### src/verilog/axi_lite_pkg.sv
`default_nettype none

package axi_lite_pkg;

    // bus geometry
    localparam int AXI_DATA_W = 64;
    localparam int AXI_ADDR_W = 16;
    localparam int AXI_STRB_W = AXI_DATA_W / 8;

    typedef logic [1:0] axi_resp_t;

    localparam axi_resp_t RESP_OKAY   = 2'b00;
    localparam axi_resp_t RESP_DECERR = 2'b11;

    // write address channel
    typedef struct packed {
        logic [AXI_ADDR_W-1:0] addr;
    } axi_aw_t;

    // write data channel
    typedef struct packed {
        logic [AXI_DATA_W-1:0] data;
        logic [AXI_STRB_W-1:0] strb;
    } axi_w_t;

    // read address channel
    typedef struct packed {
        logic [AXI_ADDR_W-1:0] addr;
    } axi_ar_t;

    // read data channel
    typedef struct packed {
        logic [AXI_DATA_W-1:0] data;
        axi_resp_t             resp;
    } axi_r_t;

    // write response channel
    typedef struct packed {
        axi_resp_t resp;
    } axi_b_t;

endpackage

`default_nettype wire

### src/verilog/clint_pkg.sv
`default_nettype none

package clint_pkg;

    // register offsets share the bus address width
    localparam int REG_ADDR_W = axi_lite_pkg::AXI_ADDR_W;
    localparam int MTIME_W    = 64;
    localparam int REG_STRB_W = MTIME_W / 8;

    localparam logic [REG_ADDR_W-1:0] MSIP_OFFSET     = 16'h0000;
    localparam logic [REG_ADDR_W-1:0] MTIMECMP_OFFSET = 16'h4000;
    localparam logic [REG_ADDR_W-1:0] MTIME_OFFSET    = 16'hBFF8;

    // one register write, valid for a single cycle
    typedef struct packed {
        logic                  en;
        logic [REG_ADDR_W-1:0] addr;
        logic [MTIME_W-1:0]    data;
        logic [REG_STRB_W-1:0] strb;
    } reg_wr_t;

    // one register read, valid for a single cycle
    typedef struct packed {
        logic                  en;
        logic [REG_ADDR_W-1:0] addr;
    } reg_rd_t;

    // hit is low for an unmapped offset
    typedef struct packed {
        logic [MTIME_W-1:0] data;
        logic               hit;
    } reg_rd_rsp_t;

    // bytewise merge of new data into an old value under strobes
    function automatic logic [MTIME_W-1:0] merge_bytes(
        input logic [MTIME_W-1:0]    old_val,
        input logic [MTIME_W-1:0]    new_val,
        input logic [REG_STRB_W-1:0] strb
    );
        logic [MTIME_W-1:0] result;
        result = old_val;
        for (int i = 0; i < REG_STRB_W; i++) begin
            if (strb[i])
            begin
                result[i*8 +: 8] = new_val[i*8 +: 8];
            end
        end
        return result;
    endfunction

endpackage

`default_nettype wire

### src/verilog/clint_axi_slave.sv
`timescale 1ns/1ps
`default_nettype none

module clint_axi_slave (
    input  logic                   clk,
    input  logic                   rst_n,
    input  axi_lite_pkg::axi_aw_t  aw,
    input  logic                   awvalid,
    output logic                   awready,
    input  axi_lite_pkg::axi_w_t   w,
    input  logic                   wvalid,
    output logic                   wready,
    output axi_lite_pkg::axi_b_t   b,
    output logic                   bvalid,
    input  logic                   bready,
    input  axi_lite_pkg::axi_ar_t  ar,
    input  logic                   arvalid,
    output logic                   arready,
    output axi_lite_pkg::axi_r_t   r,
    output logic                   rvalid,
    input  logic                   rready,
    output clint_pkg::reg_wr_t     reg_wr,
    input  logic                   wr_hit,
    output clint_pkg::reg_rd_t     reg_rd,
    input  clint_pkg::reg_rd_rsp_t rd_rsp
);
    import axi_lite_pkg::*;

    logic   wr_ready_q;
    logic   wr_accept;
    logic   bvalid_q;
    axi_b_t b_q;

    logic   ar_ready_q;
    logic   rd_accept;
    logic   rvalid_q;
    axi_r_t r_q;

    // aw and w are taken together, so one ready serves both channels
    assign awready   = wr_ready_q;
    assign wready    = wr_ready_q;
    assign wr_accept = wr_ready_q & awvalid & wvalid;

    // ready only after both channels are present and no response waits
    always_ff @(posedge clk or negedge rst_n)
    begin
        if (!rst_n)
        begin
            wr_ready_q <= 1'b0;
        end
        else
        begin
            wr_ready_q <= awvalid & wvalid & ~wr_ready_q & ~bvalid_q;
        end
    end

    // register write goes out in the accept cycle
    always_comb
    begin
        reg_wr.en   = wr_accept;
        reg_wr.addr = aw.addr;
        reg_wr.data = w.data;
        reg_wr.strb = w.strb;
    end

    always_ff @(posedge clk or negedge rst_n)
    begin
        if (!rst_n)
        begin
            bvalid_q <= 1'b0;
        end
        else if (wr_accept)
        begin
            bvalid_q <= 1'b1;
        end
        else if (bready)
        begin
            bvalid_q <= 1'b0;
        end
    end

    // decode result comes back from the register block in the accept cycle
    always_ff @(posedge clk)
    begin
        if (wr_accept)
        begin
            b_q.resp <= wr_hit ? RESP_OKAY : RESP_DECERR;
        end
    end

    assign bvalid = bvalid_q;
    assign b      = b_q;

    // read side, one transaction at a time
    assign arready   = ar_ready_q;
    assign rd_accept = ar_ready_q & arvalid;

    always_ff @(posedge clk or negedge rst_n)
    begin
        if (!rst_n)
        begin
            ar_ready_q <= 1'b0;
        end
        else
        begin
            ar_ready_q <= arvalid & ~ar_ready_q & ~rvalid_q;
        end
    end

    always_comb
    begin
        reg_rd.en   = rd_accept;
        reg_rd.addr = ar.addr;
    end

    always_ff @(posedge clk or negedge rst_n)
    begin
        if (!rst_n)
        begin
            rvalid_q <= 1'b0;
        end
        else if (rd_accept)
        begin
            rvalid_q <= 1'b1;
        end
        else if (rready)
        begin
            rvalid_q <= 1'b0;
        end
    end

    // capture read data and hold it until rready
    always_ff @(posedge clk)
    begin
        if (rd_accept)
        begin
            r_q.data <= rd_rsp.data;
            r_q.resp <= rd_rsp.hit ? RESP_OKAY : RESP_DECERR;
        end
    end

    assign rvalid = rvalid_q;
    assign r      = r_q;

endmodule

`default_nettype wire

### src/verilog/clint_regs.sv
`timescale 1ns/1ps
`default_nettype none

module clint_regs (
    input  logic                          clk,
    input  logic                          rst_n,
    input  clint_pkg::reg_wr_t            reg_wr,
    output logic                          wr_hit,
    input  clint_pkg::reg_rd_t            reg_rd,
    output clint_pkg::reg_rd_rsp_t        rd_rsp,
    input  logic [clint_pkg::MTIME_W-1:0] mtime,
    output clint_pkg::reg_wr_t            mtime_wr,
    output logic [clint_pkg::MTIME_W-1:0] mtimecmp,
    output logic                          msip
);
    import clint_pkg::*;

    logic               wr_sel_msip;
    logic               wr_sel_mtimecmp;
    logic               wr_sel_mtime;
    logic               msip_q;
    logic [MTIME_W-1:0] mtimecmp_q;

    // write address decode
    always_comb
    begin
        wr_sel_msip     = (reg_wr.addr == MSIP_OFFSET);
        wr_sel_mtimecmp = (reg_wr.addr == MTIMECMP_OFFSET);
        wr_sel_mtime    = (reg_wr.addr == MTIME_OFFSET);
        wr_hit          = wr_sel_msip | wr_sel_mtimecmp | wr_sel_mtime;
    end

    // only bit 0 of msip is implemented
    always_ff @(posedge clk or negedge rst_n)
    begin
        if (!rst_n)
        begin
            msip_q <= 1'b0;
        end
        else if (reg_wr.en && wr_sel_msip && reg_wr.strb[0])
        begin
            msip_q <= reg_wr.data[0];
        end
    end

    // all ones from reset keeps the timer interrupt quiet
    always_ff @(posedge clk or negedge rst_n)
    begin
        if (!rst_n)
        begin
            mtimecmp_q <= '1;
        end
        else if (reg_wr.en && wr_sel_mtimecmp)
        begin
            mtimecmp_q <= merge_bytes(mtimecmp_q, reg_wr.data, reg_wr.strb);
        end
    end

    // the counter itself lives in the timer, pass the write across
    always_comb
    begin
        mtime_wr    = reg_wr;
        mtime_wr.en = reg_wr.en & wr_sel_mtime;
    end

    // read mux, unmapped offsets give zero with hit low
    always_comb
    begin
        rd_rsp = '0;
        if (reg_rd.en)
        begin
            case (reg_rd.addr)
                MSIP_OFFSET:
                begin
                    rd_rsp.data = {{(MTIME_W-1){1'b0}}, msip_q};
                    rd_rsp.hit  = 1'b1;
                end
                MTIMECMP_OFFSET:
                begin
                    rd_rsp.data = mtimecmp_q;
                    rd_rsp.hit  = 1'b1;
                end
                MTIME_OFFSET:
                begin
                    rd_rsp.data = mtime;
                    rd_rsp.hit  = 1'b1;
                end
                default:
                begin
                    rd_rsp = '0;
                end
            endcase
        end
    end

    assign mtimecmp = mtimecmp_q;
    assign msip     = msip_q;

endmodule

`default_nettype wire

### src/verilog/clint_timer.sv
`timescale 1ns/1ps
`default_nettype none

module clint_timer (
    input  logic                          clk,
    input  logic                          rst_n,
    input  clint_pkg::reg_wr_t            mtime_wr,
    input  logic [clint_pkg::MTIME_W-1:0] mtimecmp,
    output logic [clint_pkg::MTIME_W-1:0] mtime,
    output logic                          mtip
);
    import clint_pkg::*;

    logic [MTIME_W-1:0] mtime_q;
    logic               mtip_q;

    // free running, a write replaces the increment on that edge
    always_ff @(posedge clk or negedge rst_n)
    begin
        if (!rst_n)
        begin
            mtime_q <= '0;
        end
        else if (mtime_wr.en)
        begin
            mtime_q <= merge_bytes(mtime_q, mtime_wr.data, mtime_wr.strb);
        end
        else
        begin
            mtime_q <= mtime_q + MTIME_W'(1);
        end
    end

    // level interrupt, one cycle behind the unsigned compare
    always_ff @(posedge clk or negedge rst_n)
    begin
        if (!rst_n)
        begin
            mtip_q <= 1'b0;
        end
        else
        begin
            mtip_q <= (mtime_q >= mtimecmp);
        end
    end

    assign mtime = mtime_q;
    assign mtip  = mtip_q;

endmodule

`default_nettype wire

### src/verilog/clint_top.sv
`timescale 1ns/1ps
`default_nettype none

module clint_top (
    input  logic                  clk,
    input  logic                  rst_n,
    input  axi_lite_pkg::axi_aw_t aw,
    input  logic                  awvalid,
    output logic                  awready,
    input  axi_lite_pkg::axi_w_t  w,
    input  logic                  wvalid,
    output logic                  wready,
    output axi_lite_pkg::axi_b_t  b,
    output logic                  bvalid,
    input  logic                  bready,
    input  axi_lite_pkg::axi_ar_t ar,
    input  logic                  arvalid,
    output logic                  arready,
    output axi_lite_pkg::axi_r_t  r,
    output logic                  rvalid,
    input  logic                  rready,
    output logic                  mtip,
    output logic                  msip
);
    import clint_pkg::*;

    reg_wr_t            reg_wr;
    logic               wr_hit;
    reg_rd_t            reg_rd;
    reg_rd_rsp_t        rd_rsp;
    reg_wr_t            mtime_wr;
    logic [MTIME_W-1:0] mtime;
    logic [MTIME_W-1:0] mtimecmp;

    clint_axi_slave u_slave (
        .clk     (clk),
        .rst_n   (rst_n),
        .aw      (aw),
        .awvalid (awvalid),
        .awready (awready),
        .w       (w),
        .wvalid  (wvalid),
        .wready  (wready),
        .b       (b),
        .bvalid  (bvalid),
        .bready  (bready),
        .ar      (ar),
        .arvalid (arvalid),
        .arready (arready),
        .r       (r),
        .rvalid  (rvalid),
        .rready  (rready),
        .reg_wr  (reg_wr),
        .wr_hit  (wr_hit),
        .reg_rd  (reg_rd),
        .rd_rsp  (rd_rsp)
    );

    clint_regs u_regs (
        .clk      (clk),
        .rst_n    (rst_n),
        .reg_wr   (reg_wr),
        .wr_hit   (wr_hit),
        .reg_rd   (reg_rd),
        .rd_rsp   (rd_rsp),
        .mtime    (mtime),
        .mtime_wr (mtime_wr),
        .mtimecmp (mtimecmp),
        .msip     (msip)
    );

    clint_timer u_timer (
        .clk      (clk),
        .rst_n    (rst_n),
        .mtime_wr (mtime_wr),
        .mtimecmp (mtimecmp),
        .mtime    (mtime),
        .mtip     (mtip)
    );

endmodule

`default_nettype wire
### config.mk
export PLATFORM = sky130hd
export DESIGN_NAME = clint_top
export DESIGN_NICKNAME = d
export VERILOG_FILES = /design/src/verilog/axi_lite_pkg.sv /design/src/verilog/clint_pkg.sv /design/src/verilog/clint_axi_slave.sv /design/src/verilog/clint_regs.sv /design/src/verilog/clint_timer.sv /design/src/verilog/clint_top.sv
export SDC_FILE = /design/constraint.sdc
export NUM_CORES = 1
export LEC_CHECK = 0
export BUFFER_PORTS_ARGS = -buffer_cell sky130_fd_sc_hd__buf_2
export CAP_MARGIN = 20
export CORE_ASPECT_RATIO = 1.5
export CORE_UTILIZATION = 40
export CTS_CLUSTER_DIAMETER = 30
export DETAILED_ROUTE_END_ITERATION = 8
export GPL_TIMING_DRIVEN = 0
export PLACE_DENSITY_LB_ADDON = 0.25
export SETUP_SLACK_MARGIN = 0.4
export SLEW_MARGIN = 40
export SYNTH_ARGS = -nofsm -noshare
export SYNTH_HDL_FRONTEND = slang
export SYNTH_SLANG_ARGS = --single-unit
### constraint.sdc
create_clock -name clk -period 2.85 [get_ports clk]
set_input_delay 0.4275 -clock clk [delete_from_list [all_inputs] [get_ports clk]]
set_output_delay 0.4275 -clock clk [all_outputs]
set_load 0.01 [all_outputs]
==> results of run 1 <==
==> Yosys cell counts (all sizes together) (5+ instances only) <==
cell type / instances / area (um^2)
a311oi: 11 / 96.3
o221a: 10 / 113
dfstp: 64 / 1680
nor3: 24 / 153
dfrtp: 70 / 1750
a22oi: 64 / 480
or3: 6 / 37.5
edfxtp: 66 / 1980
inv: 75 / 282
nor4: 18 / 128
nand2: 63 / 244
mux2: 65 / 732
o31ai: 7 / 52.6
o22ai: 8 / 50.1
a211oi: 18 / 135
nand4: 43 / 288
a21o: 17 / 128
and4: 17 / 155
ha: 65 / 813
a211o: 5 / 43.8
clkbuf: 31 / 148
nand3: 34 / 175
and2: 13 / 83.8
a21oi: 61 / 305
and3: 15 / 106
buf: 18 / 120
nor2: 131 / 492
o21ai: 31 / 155
a221oi: 5 / 43.8
nand2b: 6 / 37.5
==> logic make-up after synthesis <==
group,after synthesis,synth area share
compound gates,269,0.165
simple gates,381,0.174
flops,200,0.475
buf+inv,124,0.0482
mux,67,0.0660
xor+xnor,1,0.000769
fa+ha+maj,65,0.0714
==> worst paths after layout <==
check	startpoint	end	slack, ns	depth (start not counted)
min in group asynchronous	rst_n	u_regs.msip	0.51	2
worst min register to register	u_slave.rvalid	u_slave.arready	0.46	1
worst min-delay path	rready	u_slave.rvalid	0.14	2
worst max register to register	u_timer.mtime[1]	u_timer.mtime[54]	0.50	7
max in group asynchronous	rst_n	u_regs.mtimecmp[36]	1.56	3
worst max-delay path	u_timer.mtime[1]	u_timer.mtime[54]	0.50	7
==> metrics by stage <==
stage,utilization,setup TNS [ns],worst slack (ns),cells
after floorplan,-,0,0.412,1107
after global placement,0.456,-93.07,-0.846,1636
after detailed placement,0.460,-4.13,-0.157,1639
after CTS,0.486,0,0.325,1679
after global routing,0.489,0,0.402,1683
final,0.489,0,0.503,1683
==> cell type report <==
type | instances | area share
clock inverters | 10 | 0.00659
inverters | 75 | 0.0209
well taps | 346 | 0.0317
plain buffers | 49 | 0.0202
repair inverters | 1 | 0.000366
flip-flops and latches | 200 | 0.397
multi-input cells | 783 | 0.408
repair buffers | 197 | 0.0789
clock buffers | 22 | 0.0362
==> where the power goes <==
group	internal (uW)	switching, uW
registers	3020	20.9
clock network	1330	1140
logic	115	191
total	4460	1350
==> layer usage <==
layer  track usage  vias up  wire length, um
li1              -     4605                -
met3        0.0337       72             1720
met1         0.273     4819            13200
met2         0.437      341            18200
met4         0.132        0             1310
met5             0        -                0
==> timing repair <==
action / CTS / global route
hold buffers: 1 / 0
gates cloned: 1 / 0
resized for setup: 20 / 23
endpoints found under the hold margin: 34 / 0
endpoints found under the setup margin: 122 / 78
pin swaps: 3 / 7
setup buffers: 6 / 4
==> summary.md, run 1 <==
| Metric | Value |
|---|---|
| Crit path arrival time | 2.70 ns |
| Crit-path slowest cell | or3_4 |
| Syn_nets | 1283 |
| Max-slew headroom | 0.509 |
| CTS Root Cell | clkbuf_16 |
| Clk buf depth | 2 |
| Vias in the first global route | 9729 |
| Number of flops mapped to enable cells by yosys | 66 |
| Core Box Area | 28000 um^2 |
| RSZ-0062 raised after global routing | no |
| Slew @ Worst Pin | 0.737 ns |
| Fmax | 426 MHz |
| Multi-input gate area | 5580 um^2 |
| CTS sink count | 200 |
| DP HPWL | 25400 um |
| Critical Path RT | 3.20 ns |
| DRT iter0 DRCs | 838 |
| Global placer's final weighted congestion | 0.882 |
| Tot Pwr | 5810 uW |
| Area grow syn2layout | 20.0% |
| First-pass GRT wire length | 53700 um |
| Largest net degree at the start of global routing | 70 |
| Netlist Area Pre-Place | 11400 um^2 |
| Max-slew violations | 0 |
| Crit path max fanout | 7 |
| Pwr Density | 425 nW/um^2 |
| Final ANT Viol Nets | 0 |
| Vias post-DR | 9837 |
| Yosys cell types | 75 |
| Hold_ws | 0.139 ns |
| WS Path Type | flip-flop to flip-flop |
| Fin crit period | 2.35 ns |
| Largest stage delay, worst path | 0.49 ns |
| GRT Util Overall | 0.242 |
| Critical path cell sequence | ha_1, nand3_2, or3_4, nor2_4, nand3_1, or3b_2, o221a_2 |
| Drt total wl | 34400 um |
| Max H-tree Level | 4 |
| Crit path capture type | flip-flop |
| DRC | 0 |
| Most common flop cell mapped by yosys | dfrtp_1 |
| Outcome | finished, final reports clean |
| Async SR Flop Fraction | 0.670 |
| Startpoint Class | flip-flop |
| # setup viols final | 0 |
| Delay-heaviest family, CP | simple AND/OR/NAND/NOR gates |
| Hold Path Class | primary input to flip-flop |
| Avg WL per Cell | 20.4 um |
| Final period util | 0.824 |
| Max_cap viols | 0 |
| Gr ovfl total | 0 |
| Post-DR vias/cell | 5.84 |
| Starting density of the core | 0.408 |
| Register Area | 5430 um^2 |
| Mean area per synthesized cell | 10.3 um^2 |
| Fill count | 2620 |
| Cells after synthesis | 1107 |
| Max reg flops | 65 |
| IO Count | 186 |
| Synthesized flop and latch total | 200 |
| Post-synthesis sequential area ratio | 0.475 |
| Clock Pin Slew Worst Setup and Hold Paths | 0.07 ns |
| Antenna violations before repair | 0 |
| CP Buf/Inv Count | 0 |
| TritonCTS clock tree | built |
| Row cnt | 75 |
| Max IR drop VDD | 0.000399 V |
| Final Skew | 0.00917 ns |
| TritonCTS buffer count | 17 |
| Share of cells above drive strength 1 | 0.340 |
| Die width | 140 um |
| I/O Buffers | 183 |
| Die ar. | 29200 um^2 |
| Die Y-Extent | 209 um |
| Highest-count cells in the layout ignoring fill and taps | buf_2 (194), nor2_1 (128), inv_1 (74) |
| Worst-Skew Late Latency | 0.47 ns |
| First-pass iteration count of the detailed router | 8 |
| Post-route cell area | 13700 um^2 |
| Fin nets | 1500 |
| Ys Warns | 0 |
| Leakage | 0.00532 uW |
| Ant. Diodes | 0 |
| Final hold violations | 0 |
| Dpl cell area | 12900 um^2 |
| Leading cell type in the layout, fill and taps excluded | buf_2 |
No activity file was read; power rests on OpenSTA's default activity.
==> run 2, diff against run 1 <==
--- a/config.mk
+++ b/config.mk
@@ -5,6 +5,7 @@
 export SDC_FILE = /design/constraint.sdc
 export NUM_CORES = 1
 export LEC_CHECK = 0
+export ABC_AREA = 1
 export BUFFER_PORTS_ARGS = -buffer_cell sky130_fd_sc_hd__buf_2
 export CAP_MARGIN = 20
 export CORE_ASPECT_RATIO = 1.5
==> constraint.sdc (replaced) <==
create_clock -name clk -period 2.3 [get_ports clk]
set_input_delay 0.345 -clock clk [delete_from_list [all_inputs] [get_ports clk]]
set_output_delay 0.345 -clock clk [all_outputs]
set_load 0.01 [all_outputs]
==> run 2 against run 1 <==
Against the previous run:
- combinational power rose by 60%
- clock power rose by 23%
- power rose by 25%
- sequential power rose by 24%
- count of clock-buffer cells in the layout did not move
- sequential share of layout area fell by 5.7 points
- critical path type unchanged
- critical endpoint is now u_timer.mtip
==> summary.md, run 2 <==
| Metric | Value |
|---|---|
| Highest-count cells in the layout ignoring fill and taps | nand2_1 (574), inv_1 (222), nor2_1 (216) (was buf_2 (194), nor2_1 (128), inv_1 (74)) |
| Fin crit period | 1.95 ns (was 2.35 ns) |
| Critical Path RT | 2.71 ns (was 3.20 ns) |
| Hold Path Class | primary input to flip-flop (unchanged) |
| Largest cells by area after synthesis | nand2_1 (17%), edfxtp_1 (15%), dfrtp_1 (13%), dfstp_2 (13%), nor2_1 (7.2%) (was edfxtp_1 (17%), dfrtp_1 (15%), dfstp_2 (15%), ha_1 (7.1%), mux2_2 (6.4%)) |
| Worst Setup EP | u_timer.mtip (was u_timer.mtime[54]) |
| # setup viols final | 0 (unchanged) |
| IO Count | 186 (unchanged) |
| Post-synthesis sequential area ratio | 0.412 (was 0.475) |
| Max-slew violations | 0 (unchanged) |
| Pwr Density | 453 nW/um^2 (was 425 nW/um^2) |
| TritonCTS clock tree | built (unchanged) |
| Slew @ Worst Pin | 0.657 ns (was 0.737 ns) |
| Fill count | 3276 (was 2620) |
| Antenna violations before repair | 0 (unchanged) |
| R2R depth | 10 (was 7) |
| Vias post-DR | 12800 (was 9837) |
| TritonCTS buffer count | 17 (unchanged) |
| Clk buf depth | 2 (unchanged) |
| Die Y-Extent | 224 um (was 209 um) |
| DRC | 0 (unchanged) |
| DP HPWL | 36400 um (was 25400 um) |
| PnR worst setup slack | 0.354 ns (was 0.503 ns) |
| First-pass iteration count of the detailed router | 4 (was 8) |
| Final period util | 0.846 (was 0.824) |
| WS Path Type | flip-flop to flip-flop (unchanged) |
| R2R setup slack | 0.35 ns (was 0.50 ns) |
| CTS sink count | 200 (unchanged) |
| Reg-to-reg endpoint | u_timer.mtip (was u_timer.mtime[54]) |
| Core Box Area | 32000 um^2 (was 28000 um^2) |
| Most common flop cell mapped by yosys | dfrtp_1 (unchanged) |
| GRT Util Overall | 0.279 (was 0.242) |
| Gr ovfl total | 0 (unchanged) |
| Crit path arrival time | 2.35 ns (was 2.70 ns) |
| Crit path from | u_timer.mtime[0] (was u_timer.mtime[1]) |
| Final Skew | 0.0121 ns (was 0.00917 ns) |
| Area grow syn2layout | 22.3% (was 20.0%) |
| CTS Root Cell | clkbuf_16 (unchanged) |
| Fmax | 514 MHz (was 426 MHz) |
| I/O Buffers | 184 (was 183) |
| Crit path capture type | flip-flop (unchanged) |
| Max-slew headroom | 0.562 (was 0.509) |
| Syn_nets | 1983 (was 1283) |
| DP Worst Slack | -0.415 ns (was -0.157 ns) |
| Max reg flops | 65 (unchanged) |
| TNS Setup | 0 ns (unchanged) |
| Netlist Area Pre-Place | 13100 um^2 (was 11400 um^2) |
| Avg WL per Cell | 18.6 um (was 20.4 um) |
| Largest net degree at the start of global routing | 70 (unchanged) |
| Crit-path slowest cell | dfrtp_2 (was or3_4) |
| First-pass GRT wire length | 69000 um (was 53700 um) |
| Ant. Diodes | 0 (unchanged) |
| Number of flops mapped to enable cells by yosys | 66 (unchanged) |
| Die ar. | 33600 um^2 (was 29200 um^2) |
| Global placer's final weighted congestion | 0.943 (was 0.882) |
| Largest stage delay, worst path | 0.47 ns (was 0.49 ns) |
| Post-DR vias/cell | 5.19 (was 5.84) |
| DRT iter0 DRCs | 689 (was 838) |
| Most common cell in the netlist | nand2_1 (was nor2_1) |
| Synth area leader | nand2_1 (was edfxtp_1) |
| Row cnt | 80 (was 75) |
| Cells after synthesis | 1807 (was 1107) |
| Fin nets | 2216 (was 1500) |
| Yosys cell types | 42 (was 75) |
| Yosys top cell area share | 0.170 (was 0.174) |
| Starting density of the core | 0.410 (was 0.408) |
| Crit path max fanout | 5 (was 7) |
| Max H-tree Level | 4 (unchanged) |
| Max IR drop VDD | 0.000408 V (was 0.000399 V) |
| Worst r2r src | u_timer.mtime[0] (was u_timer.mtime[1]) |
| Cell repeated most along the worst path | nand2_1 |
| Die width | 150 um (was 140 um) |
| Most frequent cells after synthesis | nand2_1 (595), nor2_1 (253), inv_1 (230), nand3_1 (108), o21ai_0 (78) (was nor2_1 (131), inv_1 (75), dfrtp_1 (70), edfxtp_1 (66)) |
| Layout Utilization | 0.502 (was 0.489) |
| Worst-Skew Late Latency | 0.47 ns (about the same) |
| Vias in the first global route | 12600 (was 9729) |
| Share of cells above drive strength 1 | 0.247 (was 0.340) |
| Leading cell type in the layout, fill and taps excluded | nand2_1 (was buf_2) |
| Startpoint Class | flip-flop (unchanged) |
| Final ANT Viol Nets | 0 (unchanged) |
| Leakage | 0.00797 uW (was 0.00532 uW) |
| Final hold violations | 0 (unchanged) |
| Mean area per synthesized cell | 7.27 um^2 (was 10.3 um^2) |
| Async SR Flop Fraction | 0.670 (unchanged) |
| Outcome | finished, final reports clean (unchanged) |
| Synthesized flop and latch total | 200 (unchanged) |
| Max_cap viols | 0 (unchanged) |
| RSZ-0062 raised after global routing | yes (was no) |
| Ys Warns | 0 (unchanged) |
| Critical path cell sequence | clkinvlp_4, ha_2, nand2_1, nor2_1, nand3_2, nor2_2, nor2_1, nand2_2, nand2_1, nand2_1 (was ha_1, nand3_2, or3_4, nor2_4, nand3_1, or3b_2, o221a_2) |
| Drt total wl | 45800 um (was 34400 um) |
| Clock Pin Slew Worst Setup and Hold Paths | 0.08 ns (was 0.07 ns) |
==> run 2: repair_timing <==
item,4_1_cts,5_1_grt
setup buffers,7,17
gates resized for setup,55,116
endpoints found under the hold margin,39,0
endpoints found under the setup margin,123,57
pin swaps,8,31
hold buffers,1,0
==> run 2: where the power goes <==
group	switching, uW	internal [uW]	total (uW)
clock	1460	1560	3020
combinational	306	182	489
sequential	24.7	3750	3770
total	1790	5490	7290
==> run 2: cells by family after synthesis <==
family | after synthesis | synth area share
XOR/XNOR | 8 | 0.00533
AND/OR/NAND/NOR | 1030 | 0.325
AO/OA/AOI/OAI | 225 | 0.109
flip-flops | 200 | 0.412
adder cells (fa/ha/maj) | 65 | 0.0619
buffers and inverters | 279 | 0.0867
==> run 2: per-layer routing <==
| layer | track usage | vias up | wire length (um) |
|---|---|---|---|
| met5 | 0 | - | 0 |
| met4 | 0.165 | 0 | 2550 |
| met3 | 0.0320 | 115 | 1580 |
| met2 | 0.522 | 323 | 24900 |
| met1 | 0.295 | 6048 | 16800 |
| li1 | - | 6297 | - |
==> run 2: worst min path at each step <==
stage,from,endpoint,slack (ns),cells after the start
floorplan,rst_n,u_regs.msip,0.05,0
global placement,u_slave.bvalid,u_slave.awready,0.44,1
detailed placement,rst_n,u_slave.rvalid,0.13,1
CTS,rready,u_slave.rvalid,0.04,2
global route,rready,u_slave.rvalid,0.06,2
finish,rready,u_slave.rvalid,0.05,2
==> run 2: area by class of cell <==
type,count,area (um^2),area share
Buffer,47,323,0.0201
Clock buffer,22,497,0.0309
Clock inverter,10,80.1,0.00498
Inverter,232,896,0.0557
Multi-Input combinational cell,1328,7030,0.437
Sequential cell,200,5460,0.340
Tap cell,410,513,0.0319
Timing Repair Buffer,214,1280,0.0796
==> run 2: critical path: cells and delay by family, from the launching register on <==
kind,cells,cell delay [ns]
flops,1,0.47
buf+inv,1,0.24
simple gates,8,0.78
fa+ha+maj,1,0.38
==> run 2: per-stage QoR <==
step	total power, uW	std cells	area [um^2]	hold WS [ns]
finish	7290	2463	16100	0.0524
global route	7510	2463	16100	0.0629
CTS	7360	2446	15600	0.0410
detailed placement	4320	2406	14800	0.132
global placement	4290	2401	14600	0.438
floorplan	4010	1807	13200	0.0494
